File: src/pkt_mux_pkg.sv
package pkt_mux_pkg;

  // Number of input streams into the mux.
  localparam int nr_of_streams = 4;

  // Data bits carried per beat.
  localparam int tdata_width = 8;

  // Source id width on the output.
  localparam int tid_width = $clog2(nr_of_streams);

  // Width of each packet counter, wraps on overflow.
  localparam int stat_width = 16;

  // Arbiter states.
  typedef enum logic {
    arb_scan,
    arb_locked
  } arb_state_e;

endpackage
File: src/axis_if.sv
`timescale 1ns/1ns

interface axis_if;
  import pkt_mux_pkg::*;

  logic [tdata_width-1:0] tdata;
  logic                   tvalid;
  logic                   tready;
  logic                   tlast;

  modport source (
    output tdata,
    output tvalid,
    output tlast,
    input  tready
  );

  modport sink (
    input  tdata,
    input  tvalid,
    input  tlast,
    output tready
  );

  // Passive view for counters and checkers.
  modport monitor (
    input tdata,
    input tvalid,
    input tready,
    input tlast
  );

endinterface

File: src/pkt_mux_top.sv
`timescale 1ns/1ns

module pkt_mux_top #(
  parameter int fifo_depth_p    = 16,
  parameter int nr_of_streams_p = pkt_mux_pkg::nr_of_streams
) (
  input  logic                                             clk,
  input  logic                                             rst_n,
  input  logic [nr_of_streams_p*pkt_mux_pkg::tdata_width-1:0] s_tdata,
  input  logic [nr_of_streams_p-1:0]                       s_tvalid,
  input  logic [nr_of_streams_p-1:0]                       s_tlast,
  output logic [nr_of_streams_p-1:0]                       s_tready,
  output logic [pkt_mux_pkg::tdata_width-1:0]              m_tdata,
  output logic                                             m_tvalid,
  output logic                                             m_tlast,
  output logic [pkt_mux_pkg::tid_width-1:0]                m_tid,
  input  logic                                             m_tready,
  input  logic                                             stat_req,
  input  logic [pkt_mux_pkg::tid_width-1:0]                stat_sel,
  output logic                                             stat_ack,
  output logic [pkt_mux_pkg::stat_width-1:0]               stat_count
);
  import pkt_mux_pkg::*;

  axis_if fifo_link [nr_of_streams_p] ();
  axis_if out_link ();

  // One input FIFO per stream.
  for (genvar i = 0; i < nr_of_streams_p; i++) begin : g_fifo
    axis_fifo #(
      .fifo_depth_p (fifo_depth_p)
    ) i_axis_fifo (
      .clk      (clk),
      .rst_n    (rst_n),
      .s_tdata  (s_tdata[i*tdata_width +: tdata_width]),
      .s_tvalid (s_tvalid[i]),
      .s_tlast  (s_tlast[i]),
      .s_tready (s_tready[i]),
      .m        (fifo_link[i])
    );
  end

  axis_mux_rr #(
    .nr_of_streams_p (nr_of_streams_p)
  ) i_axis_mux_rr (
    .clk      (clk),
    .rst_n    (rst_n),
    .in_links (fifo_link),
    .out_link (out_link),
    .m_tid    (m_tid)
  );

  pkt_stats #(
    .nr_of_streams_p (nr_of_streams_p)
  ) i_pkt_stats (
    .clk        (clk),
    .rst_n      (rst_n),
    .mon        (out_link),
    .m_tid      (m_tid),
    .stat_req   (stat_req),
    .stat_sel   (stat_sel),
    .stat_ack   (stat_ack),
    .stat_count (stat_count)
  );

  assign m_tdata         = out_link.tdata;
  assign m_tvalid        = out_link.tvalid;
  assign m_tlast         = out_link.tlast;
  assign out_link.tready = m_tready;

endmodule

File: src/pkt_stats.sv
`timescale 1ns/1ns

module pkt_stats #(
  parameter int nr_of_streams_p = pkt_mux_pkg::nr_of_streams
) (
  input  logic                              clk,
  input  logic                              rst_n,
  axis_if.monitor                           mon,
  input  logic [pkt_mux_pkg::tid_width-1:0]  m_tid,
  input  logic                              stat_req,
  input  logic [pkt_mux_pkg::tid_width-1:0]  stat_sel,
  output logic                              stat_ack,
  output logic [pkt_mux_pkg::stat_width-1:0] stat_count
);
  import pkt_mux_pkg::*;

  logic [stat_width-1:0] pkt_cnt [nr_of_streams_p];
  logic                  pkt_done;

  // A packet completes when its last beat leaves the output.
  assign pkt_done = mon.tvalid && mon.tready && mon.tlast;

  always_ff @(posedge clk or negedge rst_n) begin
    if (!rst_n) begin
      for (int i = 0; i < nr_of_streams_p; i++) begin
        pkt_cnt[i] <= '0;
      end
    end else if (pkt_done) begin
      pkt_cnt[m_tid] <= pkt_cnt[m_tid] + 1'b1;
    end
  end

  // Ack follows req by one clock in both directions.
  always_ff @(posedge clk or negedge rst_n) begin
    if (!rst_n) begin
      stat_ack <= 1'b0;
    end else begin
      stat_ack <= stat_req;
    end
  end

  // Count is captured on the edge that raises ack.
  always_ff @(posedge clk) begin
    if (stat_req && !stat_ack) begin
      stat_count <= pkt_cnt[stat_sel];
    end
  end

endmodule

File: src/axis_mux_rr.sv
`timescale 1ns/1ns

module axis_mux_rr #(
  parameter int nr_of_streams_p = pkt_mux_pkg::nr_of_streams
) (
  input  logic                             clk,
  input  logic                             rst_n,
  axis_if.sink                             in_links [nr_of_streams_p],
  axis_if.source                           out_link,
  output logic [pkt_mux_pkg::tid_width-1:0] m_tid
);
  import pkt_mux_pkg::*;

  arb_state_e           state;
  logic [tid_width-1:0] ptr;
  logic [tid_width-1:0] ptr_next;

  logic [tdata_width-1:0]     in_tdata [nr_of_streams_p];
  logic [nr_of_streams_p-1:0] in_tvalid;
  logic [nr_of_streams_p-1:0] in_tlast;
  logic [nr_of_streams_p-1:0] in_tready;

  logic                   out_tvalid;
  logic [tdata_width-1:0] out_tdata;
  logic                   out_tlast;
  logic [tid_width-1:0]   out_tid;

  logic take;
  logic accept;

  // Flatten the link array so it can be indexed by the pointer.
  for (genvar i = 0; i < nr_of_streams_p; i++) begin : g_in
    assign in_tdata[i]       = in_links[i].tdata;
    assign in_tvalid[i]      = in_links[i].tvalid;
    assign in_tlast[i]       = in_links[i].tlast;
    assign in_links[i].tready = in_tready[i];
  end

  assign ptr_next = (ptr == tid_width'(nr_of_streams_p - 1)) ? '0 : ptr + 1'b1;

  // Room in the output stage, either empty or draining this cycle.
  assign take   = (state == arb_locked) && (!out_tvalid || out_link.tready);
  assign accept = take && in_tvalid[ptr];

  always_comb begin
    in_tready      = '0;
    in_tready[ptr] = take;
  end

  always_ff @(posedge clk or negedge rst_n) begin
    if (!rst_n) begin
      state <= arb_scan;
      ptr   <= '0;
    end else begin
      case (state)
        arb_scan: begin
          if (in_tvalid[ptr]) begin
            state <= arb_locked;
          end else begin
            ptr <= ptr_next;
          end
        end
        arb_locked: begin
          // Grant is released only after the whole packet has gone.
          if (accept && in_tlast[ptr]) begin
            state <= arb_scan;
            ptr   <= ptr_next;
          end
        end
        default: begin
          state <= arb_scan;
        end
      endcase
    end
  end

  always_ff @(posedge clk or negedge rst_n) begin
    if (!rst_n) begin
      out_tvalid <= 1'b0;
    end else if (accept) begin
      out_tvalid <= 1'b1;
    end else if (out_link.tready) begin
      out_tvalid <= 1'b0;
    end
  end

  always_ff @(posedge clk) begin
    if (accept) begin
      out_tdata <= in_tdata[ptr];
      out_tlast <= in_tlast[ptr];
      out_tid   <= ptr;
    end
  end

  assign out_link.tvalid = out_tvalid;
  assign out_link.tdata  = out_tdata;
  assign out_link.tlast  = out_tlast;
  assign m_tid           = out_tid;

endmodule

File: src/axis_fifo.sv
`timescale 1ns/1ns

module axis_fifo #(
  parameter int fifo_depth_p = 16
) (
  input  logic                               clk,
  input  logic                               rst_n,
  input  logic [pkt_mux_pkg::tdata_width-1:0] s_tdata,
  input  logic                               s_tvalid,
  input  logic                               s_tlast,
  output logic                               s_tready,
  axis_if.source                             m
);
  import pkt_mux_pkg::*;

  localparam int ptr_width = $clog2(fifo_depth_p);
  localparam int cnt_width = ptr_width + 1;

  // Each entry holds tlast above the data byte.
  logic [tdata_width:0] mem [fifo_depth_p];

  logic [ptr_width-1:0] wr_ptr;
  logic [ptr_width-1:0] rd_ptr;
  logic [cnt_width-1:0] count;
  logic [cnt_width-1:0] count_next;
  logic                 wr_en;
  logic                 rd_en;
  logic                 empty;

  assign wr_en = s_tvalid && s_tready;
  assign rd_en = m.tvalid && m.tready;
  assign empty = (count == '0);

  always_comb begin
    count_next = count;
    if (wr_en && !rd_en) begin
      count_next = count + 1'b1;
    end else if (rd_en && !wr_en) begin
      count_next = count - 1'b1;
    end
  end

  always_ff @(posedge clk or negedge rst_n) begin
    if (!rst_n) begin
      wr_ptr   <= '0;
      rd_ptr   <= '0;
      count    <= '0;
      s_tready <= 1'b0;
    end else begin
      if (wr_en) begin
        wr_ptr <= wr_ptr + 1'b1;
      end
      if (rd_en) begin
        rd_ptr <= rd_ptr + 1'b1;
      end
      count <= count_next;
      // Ready drops on the same edge the last free slot fills.
      s_tready <= (count_next != cnt_width'(fifo_depth_p));
    end
  end

  always_ff @(posedge clk) begin
    if (wr_en) begin
      mem[wr_ptr] <= {s_tlast, s_tdata};
    end
  end

  assign m.tvalid = !empty;
  assign m.tdata  = mem[rd_ptr][tdata_width-1:0];
  assign m.tlast  = mem[rd_ptr][tdata_width];

endmodule

File: config.mk
export PLATFORM = sky130hd
export DESIGN_NAME = pkt_mux_top
export DESIGN_NICKNAME = d
export VERILOG_FILES = /design/src/pkt_mux_pkg.sv /design/src/axis_if.sv /design/src/pkt_mux_top.sv /design/src/pkt_stats.sv /design/src/axis_mux_rr.sv /design/src/axis_fifo.sv
export SDC_FILE = /design/constraint.sdc
export NUM_CORES = 1
export LEC_CHECK = 0
export BUFFER_PORTS_ARGS = -buffer_cell sky130_fd_sc_hd__buf_2
export CORE_ASPECT_RATIO = 0.7
export CORE_MARGIN = 4
export CORE_UTILIZATION = 34
export DETAILED_ROUTE_END_ITERATION = 10
export PLACE_DENSITY = 0.56
export SLEW_MARGIN = 5
export SYNTH_ARGS = -nofsm -noshare
export SYNTH_HDL_FRONTEND = slang
export SYNTH_HIERARCHICAL = 1
export SYNTH_SLANG_ARGS = --single-unit
export TNS_END_PERCENT = 50
File: constraint.sdc
create_clock -name clk -period 3.6 [get_ports clk]
set_clock_uncertainty 0.1 [all_clocks]
set_input_delay 0 -clock clk [delete_from_list [all_inputs] [get_ports clk]]
set_output_delay 0 -clock clk [all_outputs]
set_load 0.05 [all_outputs]
# Word-level counts from Yosys, hierarchy flattened
# Memory sizes are Yosys's and may differ from the RTL's.
# Cells that the tools add are included.
dict set report totals {
  register_bits 152
  latchBits 0
  ramBits 576
  rom_bits 0
  word_cells 156
  n_memories 4
}
# name depth width read_ports rd_ports_with_merged_regs write_ports line_no
set mem_list {}
lappend mem_list {{g_fifo[0].i_axis_fifo.mem} 16 9 1 0 1 axis_fifo.sv:20} ;# logic [tdata_width:0] mem [fifo_depth_p];
lappend mem_list {{g_fifo[1].i_axis_fifo.mem} 16 9 1 0 1 axis_fifo.sv:20}
lappend mem_list {{g_fifo[2].i_axis_fifo.mem} 16 9 1 0 1 axis_fifo.sv:20}
lappend mem_list {{g_fifo[3].i_axis_fifo.mem} 16 9 1 0 1 axis_fifo.sv:20}
dict set report classes {
  n_addsub 18
  n_mul 0
  n_div 0
  order_cmp 6
  eq_ne 7
  shifts 0
  mux 43
  bitwise 5
  n_reduce_logical 45
}
# op n
set ops {}
lappend ops {{$mux 16} 5}
lappend ops {{$bmux 16 s2} 2}
lappend ops {{$bwmux 64} 1}
lappend ops {{$mux 5} 8}
lappend ops {{$add 4x1->4 const B} 8}
lappend ops {{$demux 16 s2} 1}
lappend ops {{$logic_and 1x1->1} 24}
lappend ops {{$add 5x1->5 const B} 4}
lappend ops {{$logic_not 5->1} 4}
lappend ops {{$ne 5x5->1 const B} 4}
lappend ops {{$sub 5x1->5 const B} 4}
lappend ops {{$add 16x1->16 const B} 1}
lappend ops {{$bmux 8 s2} 1}
lappend ops {{$mux 8} 2}
lappend ops {{$mux 1} 15}
lappend ops {{$logic_not 1->1} 14}
lappend ops {{$ge 3x3->1 const B} 3}
lappend ops {{$not 2->3} 3}
lappend ops {{$mux 2} 3}
lappend ops {{$and 4x4->4} 1}
lappend ops {{$bmux 1 s2} 2}
lappend ops {{$ne 2x2->1 const B} 2}
lappend ops {{$pmux 2 s2} 1}
lappend ops {{$lt 2x3->1 const B} 1}
lappend ops {{10 further kinds} 10}

# Longest topological paths before layout
# Gate-level depths: netlist of the first run.
dict set report logic_depth {
  word_depth 10
  mapped_depth 9
  mapped_depth_nobuf 7
}

# Modules after synthesis
# The synthesis of the first run kept the hierarchy.
# module n_inst cells_each area_each_um2 seq_area_each_um2
set modules_own_cells {}
lappend modules_own_cells {{axis_fifo (g_fifo[1].i_axis_fifo ...)} 2 289 6254.7 4674.5}
lappend modules_own_cells {{axis_fifo (g_fifo[0].i_axis_fifo)} 1 309 6407.4 4674.5}
lappend modules_own_cells {{axis_fifo (g_fifo[3].i_axis_fifo)} 1 288 6262.3 4674.5}
lappend modules_own_cells {pkt_stats 1 295 3849.9 2107.0}
lappend modules_own_cells {axis_mux_rr 1 51 849.6 430.4}

# Worst setup path after synthesis of the first run
# No wires, ideal clock.
dict set report synth_path {
  kind {register to register}
  startpoint {register g_fifo[3].i_axis_fifo.rd_ptr[0]}
  endpoint {register i_axis_mux_rr.ptr[1]}
  arrival_ns 2.939
  required_time_ns 3.375
  slack_ns 0.436
  path_stages_with_launch 9
  path_buffers 2
  period_less_slack_ns 3.164
  path_cell_list {dfrtp_1 buf_2 buf_2 mux4_2 mux4_2 mux4_2 nand3_1 mux2_4 mux2_4}
}
dict set report synth_via {
  elab_chain_len 6
}
# item line_no
set synth_rtl {}
lappend synth_rtl {{from (decl)} axis_fifo.sv:23} ;# logic [ptr_width-1:0] rd_ptr;
lappend synth_rtl {{from (signal assigned)} axis_fifo.sv:54} ;# rd_ptr <= rd_ptr + 1'b1;
lappend synth_rtl {{$mem_v2 16x9} --}
lappend synth_rtl {{via fifo_link[3].tlast} axis_if.sv:9} ;# logic tlast;
lappend synth_rtl {{$bmux 1 s2} axis_mux_rr.sv:65} ;# if (accept && in_tlast[ptr]) begin
lappend synth_rtl {{$mux 1 (not written as such)} axis_mux_rr.sv:65}
lappend synth_rtl {{$logic_and 1x1->1} axis_mux_rr.sv:65}
lappend synth_rtl {{$ne 2x2->1 (no line)} --}
lappend synth_rtl {{$reduce_and 2->1 (no line)} --}
lappend synth_rtl {{to (signal assigned)} axis_mux_rr.sv:60} ;# ptr <= ptr_next;
lappend synth_rtl {{to (signal assigned)} axis_mux_rr.sv:67} ;# ptr <= ptr_next;
lappend synth_rtl {{to (decl)} axis_mux_rr.sv:15} ;# logic [tid_width-1:0] ptr;
# The timed path passes the listed nets, and every way through them passes these cells. The select of a mux whose other input is x is not followed.
# A chain may end at the register's enable or synchronous reset.

# Final worst setup path of the first run
# Same ends and word-level chain as after synthesis.

==> impl_metrics.ini, run 1 <==
[run_status]
run_status = complete, no violations

[drt]
route.met2.wl_mm = 31.0
wire_per_inst_um = 23.8
drc = 0
met3_length_mm = 4.24
detailedRoute.firstIterationViolations = 1469
route.layer.met1.wl_mm = 32.1
finalWirelength_mm = 68.6
drt-vias-per-instance = 5.18
drtAntennaViolNets = 0
drt_pass1_iterations = 5
dr.max_layer_used = met5
routed-via-count = 15000

[layout]
layout-drive-gt1-share_pct = 27.8
areaGrowthSynthToFinish_pct = 15.7
post_layout_nonfiller_instances = 2888
final_area_um2 = 34600
nets = 1761
mostFrequentLayoutCells = sky130_fd_sc_hd__edfxtp_1 (603), sky130_fd_sc_hd__mux4_2 (221), sky130_fd_sc_hd__dfrtp_1 (121)
most_common_library_cell_in_the_layout_ignoring_fill_and_taps = sky130_fd_sc_hd__edfxtp_1
finish.utilization_pct = 39.9

[power]
irDropWorstVdd_v = 0.000468
power.density_nw_per_um2 = 806
leakagePower_nw = 11.6
total_power_mw = 27.9

[clock_tree]
cts_tree = built
cts_post_setup_buffers_inserted = 0
cts_made_buffers = 73
clock_path_buffers = 3
clkSlewWorstSetupHoldPaths_ps = 60
h_tree_level_count = 3
cts-root-buf = sky130_fd_sc_hd__clkbuf_16
insertion_delay_ps = 610
clkSinkCount = 728

[synthesis]
yosysSeqAreaShare_pct = 71.1
synthArstFlopShare_pct = 17.2
synth.net_count = 1600
synth_warnings = 6
synth-main-ff-cell = sky130_fd_sc_hd__edfxtp_1
syn-mean-instance-area_um2 = 19.6
edff_count_synth = 603
cell_variety_after_synth = 63
synthesis.area_um2 = 29900
synth.ff_latch_count = 728
synthCells = 1521

[timing]
setup_viol = 0
final.min_clock_period_ps = 2890
final-max-slew-violation-count = 0
fin_setup_tns_ps = 0
fmax_mhz = 346
rsz_0062_raised_after_global_routing = no
final_count_of_hold_timing_violations = 0
tightest_slew_ps = 884
timing.slew.headroom_pct = 41.1
timing.final.crit_share_pct = 80.4

[worst_setup_path]
critical_path.endpoint_type = flip-flop
timing.setup.critical_path_class = flip-flop to flip-flop
crit_fanout = 8
cp-start-kind = flip-flop
critPathArrivalTime_ps = 3290
worst_ep_required_time_ps = 3990

[global_route]
globalRoute.totalOverflow = 0
largest_net_degree_at_the_start_of_global_routing = 73
track_usage_pct = 14.8
grt_first_pass_wirelength_mm = 103
grt_pass1_vias = 15300
grt_antenna_before_repair = 5

[flow_run]
cap_viol_max_count = 0

[placed_design]
dp_hpwl_mm = 43.2
dpl.cell_count = 2710
placement.cell_area_um2 = 31700
count_of_input_and_output_buffers = 78
gp_congestion = 0.728

[die]
design.portCount = 79
die_height_um = 256
std_cell_rows = 90
die_width_um = 362
design.core.area_um2 = 86600
die_area_um2 = 92800
start_util_pct = 34.5

[min_path]
hold_path_class = input port to flip-flop
==> per-stage QoR <==
stage / setup slack (ps) / hold WS (ps)
2_1_floorplan: 436 / -396
3_3_place_gp: 693 / -7.41
3_5_place_dp: 688 / -7.83
4_1_cts: 675 / 119
5_1_grt: 506 / 175
6_report: 707 / 139
==> critical path: stages, from the launching register on <==
cell	delay, ps
sky130_fd_sc_hd__dfrtp_2	470
sky130_fd_sc_hd__mux4_2	530
sky130_fd_sc_hd__mux4_2	570
sky130_fd_sc_hd__mux4_2	510
sky130_fd_sc_hd__nand3_1	110
sky130_fd_sc_hd__mux2_4	170
sky130_fd_sc_hd__mux2_4	300
==> flip-flops by register name, summed over array words and instances, names as in the netlist, 2 cells and up <==
name,flops
i_pkt_stats/stat_count,16
i_axis_mux_rr/out_link.tdata,8
i_pkt_stats/pkt_cnt,64
g_fifo.i_axis_fifo/count,20
g_fifo.i_axis_fifo/mem,576
i_axis_mux_rr/ptr,2
g_fifo.i_axis_fifo/wr_ptr,16
g_fifo.i_axis_fifo/s_tready,4
g_fifo.i_axis_fifo/rd_ptr,16
i_axis_mux_rr/m_tid,2
==> cell families (layout without fill, tap and decap cells) <==
logic type,count (synthesis),after routing,synth area share (%)
flops,728,728,71.1
mux,243,243,17.5
compound gates,93,93,1.84
fa+ha+maj,34,34,1.42
buf+inv,93,309,1.32
simple gates,278,278,5.32
xor+xnor,52,52,1.52
other cells,0,1,0
==> final timing paths <==
check / slack (ps) / cells after the start / startpoint / endpoint
setup / recovery: 710 / 6 / g_fifo[3].i_axis_fifo/rd_ptr[0] / i_axis_mux_rr/ptr[1]
hold / removal: 140 / 2 / stat_sel[0] / i_pkt_stats/stat_count[14]
setup reg to reg: 710 / 6 / g_fifo[3].i_axis_fifo/rd_ptr[0] / i_axis_mux_rr/ptr[1]
hold reg to reg: 400 / 2 / i_pkt_stats/pkt_cnt[5] / i_pkt_stats/pkt_cnt[5]
max in group asynchronous: 2480 / 4 / rst_n / g_fifo[3].i_axis_fifo/rd_ptr[0]
min in group asynchronous: 480 / 4 / rst_n / g_fifo[2].i_axis_fifo/rd_ptr[2]
==> cell type report <==
cell class,instances,area (um^2)
antenna,1,2.50
clock buffer,90,2000
clock inverter,40,403
fill,7693,52000
inverter,22,82.6
multi-input combinational,700,8260
sequential,728,21200
tap,1150,1440
timing repair buffer,157,1160
==> repair_timing <==
item                                   CTS  global route
gates resized for setup                  0             0
setup endpoints to repair                0             0
endpoints found under the hold margin  742             0
hold buffers                            47             0
==> power by group <==
part           switching [mW]  total, mW  internal [mW]
sequential              0.982       11.6           10.6
clock                    3.20       7.66           4.46
combinational            4.64       8.61           3.97
==> metal layers <==
metal,vias to the layer above,GRT usage [%]
met2,401,21.9
li1,6481,-
met1,7997,22.4
met5,-,0
met3,86,3.48
met4,2,2.99
==> synth_stat cells, drive strengths merged, types with 4 or more instances <==
library cell	n	area share (%)
nand4b	5	0.15
or4b	6	0.25
nand3	18	0.30
xnor2	43	1.3
mux4	221	17
edfxtp	603	61
and2	55	1.2
dfrtp	125	10
nor2b	6	0.13
nor3b	6	0.15
nor4	5	0.19
clkbuf	40	0.50
nor2	36	0.45
nand4	11	0.30
ha	33	1.4
or4	7	0.18
nor3	13	0.22
mux2i	4	0.15
and3	28	0.59
buf	31	0.54
inv	22	0.28
mux2	18	0.70
nand2	70	0.94
xor2	9	0.26
o21ai	37	0.64
a21oi	35	0.59
(Power assumes the default switching activity.)
==> run 2: changes to the inputs <==
==> constraint.sdc (replaced) <==
create_clock -name clk -period 2.7 [get_ports clk]
set_clock_uncertainty 0.1 [all_clocks]
set_input_delay 0 -clock clk [delete_from_list [all_inputs] [get_ports clk]]
set_output_delay 0 -clock clk [all_outputs]
set_load 0.05 [all_outputs]
==> run 2 against run 1 <==
The run now ends with negative setup slack left; utilization rose by 0.79 points; critical path depth did not move; sequential share of layout area fell by 1.2 points; die area did not move; cell count rose by 2.4%; hold slack got worse by 5.9 ps; critical endpoint unchanged.
==> impl_metrics.ini, run 2 (same netlist as run 1, synthesis figures left out) <==
[power]
comb_power_share_pct = 32.6
cell_internal_pwr_mw = 26.2
share_seq_of_total_power_pct = 40.0
power.switching_fraction_pct = 31.5
total_power_mw = 38.3
power.density_nw_per_um2 = 1090
irDropWorstVdd_v = 0.000587
leakagePower_nw = 12.0
power.switching_mw = 12.1
power.share.clock_pct = 27.4

[clock_tree]
clock_path_buffers = 3
cts-root-buf = sky130_fd_sc_hd__clkbuf_16
cts_tree = built
cts_made_buffers = 74
insertion_delay_ps = 620
clkSlewWorstSetupHoldPaths_ps = 60
h_tree_level_count = 3
clkSinkCount = 728

[global_route]
globalRoute.totalOverflow = 0
grt_pass1_vias = 15800
grt_antenna_before_repair = 6
largest_net_degree_at_the_start_of_global_routing = 62
grt_first_pass_wirelength_mm = 106
track_usage_pct = 15.2

[worst_setup_path]
path_depth = 6
timing.setup.critical_path_class = flip-flop to flip-flop
crit_fanout = 6
ff2ff_path_depth = 6
critPathSlowestCell = sky130_fd_sc_hd__mux4_2
rrSetupSlack_ps = -100
worst_ep_required_time_ps = 3100
cp-start-kind = flip-flop
cell_chain_of_the_critical_path = mux4_2 -> mux4_2 -> mux4_2 -> nand3_2 -> mux2_4 -> mux2_4
cp_top_family = multiplexers
critPathArrivalTime_ps = 3200
timing.critical_path.mode_cell = sky130_fd_sc_hd__mux4_2
critical_path.endpoint_type = flip-flop
timing.critical_path.buf_inv = 0
peak_per_stage_delay_on_the_critical_path_ps = 540

[die]
design.core.area_um2 = 86600
std_cell_rows = 90
die_height_um = 256
die_width_um = 362
start_util_pct = 34.5
design.portCount = 79
die_area_um2 = 92800

[placed_design]
count_of_input_and_output_buffers = 78
gp_congestion = 0.776
dp_hpwl_mm = 45.5
dpl.cell_count = 2768
placement.cell_area_um2 = 32200
dp_worst_setup_slack_ps = -110

[run_status]
run_status = finished with violations
violations_in_the_final_reports = negative setup slack

[layout]
largest_reg_flops = 576
regs_by_ff_count = g_fifo.i_axis_fifo/mem (576), i_pkt_stats/pkt_cnt (64), g_fifo.i_axis_fifo/count (20)
regMostFlops = g_fifo.i_axis_fifo/mem
post_layout_nonfiller_instances = 2957
final_area_um2 = 35300
most_common_library_cell_in_the_layout_ignoring_fill_and_taps = sky130_fd_sc_hd__edfxtp_1
areaGrowthSynthToFinish_pct = 18.0
layout-drive-gt1-share_pct = 30.7
mostFrequentLayoutCells = sky130_fd_sc_hd__edfxtp_1 (603), sky130_fd_sc_hd__mux4_2 (221), sky130_fd_sc_hd__dfrtp_1 (120)
nets = 1822

[drt]
drtAntennaViolNets = 0
drt_pass1_iterations = 5
finalWirelength_mm = 70.1
detailedRoute.firstIterationViolations = 1590
drt-vias-per-instance = 5.14
wire_per_inst_um = 23.7
drc = 0
routed-via-count = 15200

[timing]
setup_ws_ps = -95.4
setup_viol = 6
fmax_mhz = 358
timing.final.crit_share_pct = 104
final_count_of_hold_timing_violations = 0
timing.slew.headroom_pct = 36.6
final-max-slew-violation-count = 0
tightest_slew_ps = 951
fin_setup_tns_ps = -304
rsz_0062_raised_after_global_routing = yes
final.min_clock_period_ps = 2800

[min_path]
min_delay_path_depth = 2
hold_path_class = input port to flip-flop

[flow_run]
cap_viol_max_count = 0
-- run 2: stage by stage --
stage	util, %	hold slack, ps
6_report	40.7	133
3_5_place_dp	37.2	21.1
4_1_cts	40.7	118
5_1_grt	40.7	158
3_3_place_gp	37.2	19.2
2_1_floorplan	-	-396
-- run 2: layer usage --
metal  share of wire (%)  track usage (%)  wire [um]  vias up
li1                    -                -          -     6609
met1                  48             23.1      33800     8094
met2                  44             22.2      30700      414
met3                 6.3             3.68       4440       88
met4                 1.7             3.11       1170        6
met5               0.050                0         35        -
-- run 2: worst paths after layout --
kind,from,to
hold reg to reg,i_pkt_stats/pkt_cnt[2],i_pkt_stats/pkt_cnt[2]
min in group asynchronous,rst_n,g_fifo[0].i_axis_fifo/rd_ptr[0]
max in group asynchronous,rst_n,g_fifo[2].i_axis_fifo/rd_ptr[0]
setup / recovery,g_fifo[3].i_axis_fifo/rd_ptr[0],i_axis_mux_rr/ptr[1]
hold / removal,stat_sel[0],i_pkt_stats/stat_count[9]
setup reg to reg,g_fifo[3].i_axis_fifo/rd_ptr[0],i_axis_mux_rr/ptr[1]
-- run 2: layout make-up --
type,instances,area (um^2)
clock buffers,93,2020
multi-input cells,700,8290
inverters,22,82.6
flip-flops and latches,728,21200
fillers,7569,51300
diodes,3,7.51
well taps,1150,1440
clock inverters,44,472
repair buffers,217,1730
-- run 2: power by group through the flow --
stage	sequential, mW	combinational (mW)	clock, mW
global placement	15.4	12.2	0
floorplan	15.5	8.22	0
finish	15.3	12.5	10.5
global route	15.5	13.5	11.3
CTS	15.3	12.6	10.7
detailed placement	15.5	12.4	0
-- run 2: worst register-to-register path, delay by kind of cell, from the launching register on --
| kind | cells | cell delay [ps] |
|---|---|---|
| flops | 1 | 490 |
| simple gates | 1 | 70 |
| mux | 5 | 2010 |
-- run 2: repair_timing --
item / CTS / global route
cloned: 0 / 0
buffers inserted: 0 / 2
hold buffers: 47 / 0
endpoints found under the setup margin: 9 / 19
hold endpoints to repair: 771 / 0
gates resized for setup: 6 / 12
==> run 3: changes to the inputs <==
--- a/config.mk
+++ b/config.mk
@@ -5,9 +5,9 @@
 export SDC_FILE = /design/constraint.sdc
 export NUM_CORES = 1
 export LEC_CHECK = 0
+export ABC_AREA = 1
 export BUFFER_PORTS_ARGS = -buffer_cell sky130_fd_sc_hd__buf_2
 export CORE_ASPECT_RATIO = 0.7
-export CORE_MARGIN = 4
 export CORE_UTILIZATION = 34
 export DETAILED_ROUTE_END_ITERATION = 10
 export PLACE_DENSITY = 0.56
==> run 3 against run 2 <==
The flow now finishes without violations; die area increased by 2.9%; flip-flop and latch count unchanged; hold slack worse by 19 ps; wire length grew 17%; cell area is 5.2% higher; utilization fell by 0.66 points; critical path depth grew 2; non-clock buffer count is 48 higher; setup slack improved by 430 ps; maximum frequency is 18% higher; critical endpoint is now i_axis_mux_rr/out_link.tdata[0].
==> impl_metrics.ini, run 3 <==
[global_route]
met3_usage_pct = 3.20
grt_pass1_vias = 20300
globalRoute.totalOverflow = 0
met1_usage_pct = 27.3
grt_antenna_before_repair = 1
busiest_metal_layer_after_global_routing = met1
track_usage_pct = 17.1
met2_usage_pct = 23.4
largest_net_degree_at_the_start_of_global_routing = 75
grt_first_pass_wirelength_mm = 126

[layout]
post_layout_nonfiller_instances = 4394
finish.utilization_pct = 40.1
mostFrequentLayoutCells = sky130_fd_sc_hd__edfxtp_1 (603), sky130_fd_sc_hd__nor2_1 (565), sky130_fd_sc_hd__nand2_1 (430)
regMostFlops = g_fifo.i_axis_fifo/mem
nets = 3179
layout-drive-gt1-share_pct = 13.4
areaGrowthSynthToFinish_pct = 15.8
antenna-diode-count = 0
most_common_library_cell_in_the_layout_ignoring_fill_and_taps = sky130_fd_sc_hd__edfxtp_1
regs_by_ff_count = g_fifo.i_axis_fifo/mem (576), i_pkt_stats/pkt_cnt (64), g_fifo.i_axis_fifo/count (20)
largest_reg_flops = 576
fillers = 8917

[drt]
drt_pass1_iterations = 7
drc = 0
drtAntennaViolNets = 0
detailedRoute.firstIterationViolations = 2222
routed-via-count = 22100
drt-vias-per-instance = 5.02
wire_per_inst_um = 18.7
finalWirelength_mm = 82.2

[clock_tree]
clkSinkCount = 728
insertion_delay_ps = 650
ctsHoldBuffers = 49
h_tree_level_count = 3
clock_path_buffers = 3
cts_made_buffers = 75
cts_post_setup_buffers_inserted = 0
ctsResizeCount = 0
clkSlewWorstSetupHoldPaths_ps = 60
cts_tree = built
cts-root-buf = sky130_fd_sc_hd__clkbuf_16

[die]
std_cell_rows = 93
die_height_um = 259
design.core.area_um2 = 92600
die_area_um2 = 95500
design.portCount = 79
start_util_pct = 34.6
die_width_um = 369

[synthesis]
cell_variety_after_synth = 37
synthArstFlopShare_pct = 17.2
synth.net_count = 2993
synth.ff_latch_count = 728
largest_cells_by_area_after_synthesis = sky130_fd_sc_hd__edfxtp_1 (57%), sky130_fd_sc_hd__dfrtp_1 (9.8%), sky130_fd_sc_hd__nor2_1 (6.6%)
edff_count_synth = 603
synthesis.area_um2 = 32000
yosysSeqAreaShare_pct = 66.3
synth_common_cells = sky130_fd_sc_hd__edfxtp_1 (603), sky130_fd_sc_hd__nor2_1 (566), sky130_fd_sc_hd__nand2_1 (430)
syn-mean-instance-area_um2 = 11.0
post-synth-top-area-cell = sky130_fd_sc_hd__edfxtp_1
synth_largest_type_area_fraction_pct = 56.5
synth_warnings = 6
synthCells = 2914
yosys.cell_count.top_type = sky130_fd_sc_hd__edfxtp_1
synth-main-ff-cell = sky130_fd_sc_hd__edfxtp_1

[worst_setup_path]
timing.setup.critical_path_class = flip-flop to flip-flop
crit_fanout = 38
critical_path.endpoint_type = flip-flop
critPathArrivalTime_ps = 2660
ff2ff_path_depth = 8
cp-start-kind = flip-flop
worst_ep_required_time_ps = 2990

[placed_design]
dpl.cell_count = 4209
gp_congestion = 0.817
count_of_input_and_output_buffers = 78
dp_hpwl_mm = 52.8

[min_path]
min_delay_path_depth = 3
hold_path_class = input port to flip-flop

[timing]
final_count_of_hold_timing_violations = 0
timing.final.crit_share_pct = 87.6
whs_ps = 113
final-max-slew-violation-count = 0
rsz_0062_raised_after_global_routing = no
timing.slew.headroom_pct = 37.3
final.min_clock_period_ps = 2370
setup_viol = 0
tightest_slew_ps = 940
fmax_mhz = 423
fin_setup_tns_ps = 0

[run_status]
run_status = complete, no violations

[flow_run]
cap_viol_max_count = 0

[power]
total_power_mw = 38.7
irDropWorstVdd_v = 0.000631
power.density_nw_per_um2 = 1040
leakagePower_nw = 13.7
[run 3: changes by cell type in the layout (fill, tap and decap cells not counted), sizes merged, moves of 22 or more]
cell    previous run  this run
a21oi             35         3
and2              55         0
and3              28         0
buf              170       217
inv               27       116
mux4             221         0
nand2             70       461
nand3             18       161
nor2              36       596
o211ai             2       144
o21ai             37       410
o22ai              1        23
xnor2             43         1
xor2               9        35
[run 3: kinds of logic after synthesis]
logic type               after synthesis  share of synthesized area, %
AND/OR/NAND/NOR                     1256                          16.8
flip-flops                           728                          66.3
AO/OA/AOI/OAI                        584                          10.4
buffers and inverters                277                          4.25
XOR/XNOR                              36                          1.01
adder cells (fa/ha/maj)               33                          1.29
[run 3: where the power goes]
part	internal [mW]	leakage, nW	switching (mW)	total (mW)
Clock	5.93	1.16	4.43	10.4
Sequential	13.8	7.05	1.24	15.0
Combinational	4.13	5.48	9.25	13.4
Total	23.8	13.7	14.9	38.7
[run 3: cell type report]
type | instances | area, um^2 | area share (%)
sequential | 728 | 21200 | 57.2
multi-input combinational | 1909 | 9450 | 25.4
clock buffer | 102 | 2010 | 5.41
timing repair buffer | 265 | 2000 | 5.40
tap | 1235 | 1550 | 4.16
inverter | 121 | 479 | 1.29
clock inverter | 34 | 388 | 1.05
[run 3: worst max-delay path, stage by stage, from the launching register on]
cell                       delay, ps
sky130_fd_sc_hd__dfrtp_2         800
sky130_fd_sc_hd__buf_4           400
sky130_fd_sc_hd__nor2_1           80
sky130_fd_sc_hd__o21ai_0          70
sky130_fd_sc_hd__o211ai_1        110
sky130_fd_sc_hd__o211ai_1        130
sky130_fd_sc_hd__nand2_1         110
sky130_fd_sc_hd__o21ai_0         230
sky130_fd_sc_hd__o22ai_1          90
[run 3: final timing paths]
| check | to | start | slack (ps) |
|---|---|---|---|
| setup / recovery | i_axis_mux_rr/out_link.tdata[0] | g_fifo[1].i_axis_fifo/rd_ptr[1] | 330 |
| setup reg to reg | i_axis_mux_rr/out_link.tdata[0] | g_fifo[1].i_axis_fifo/rd_ptr[1] | 330 |
| hold / removal | i_axis_mux_rr/out_link.tvalid | m_tready | 110 |
| max in group asynchronous | g_fifo[2].i_axis_fifo/rd_ptr[1] | rst_n | 1710 |
| min in group asynchronous | g_fifo[3].i_axis_fifo/wr_ptr[0] | rst_n | 420 |
| hold reg to reg | i_pkt_stats/pkt_cnt[32] | i_pkt_stats/pkt_cnt[32] | 400 |
[run 3: through the flow]
stage / instance area [um^2] / setup WS (ps)
2_1_floorplan: 32000 / 365
3_3_place_gp: 34200 / 345
3_5_place_dp: 34200 / 289
4_1_cts: 37100 / 324
5_1_grt: 37100 / 143
6_report: 37100 / 335
[run 3: routing by layer]
| layer | vias to the layer above | share of wire (%) |
|---|---|---|
| li1 | 10600 | - |
| met1 | 10700 | 51 |
| met2 | 676 | 40 |
| met3 | 91 | 6.8 |
| met4 | 0 | 1.6 |
| met5 | - | 0 |
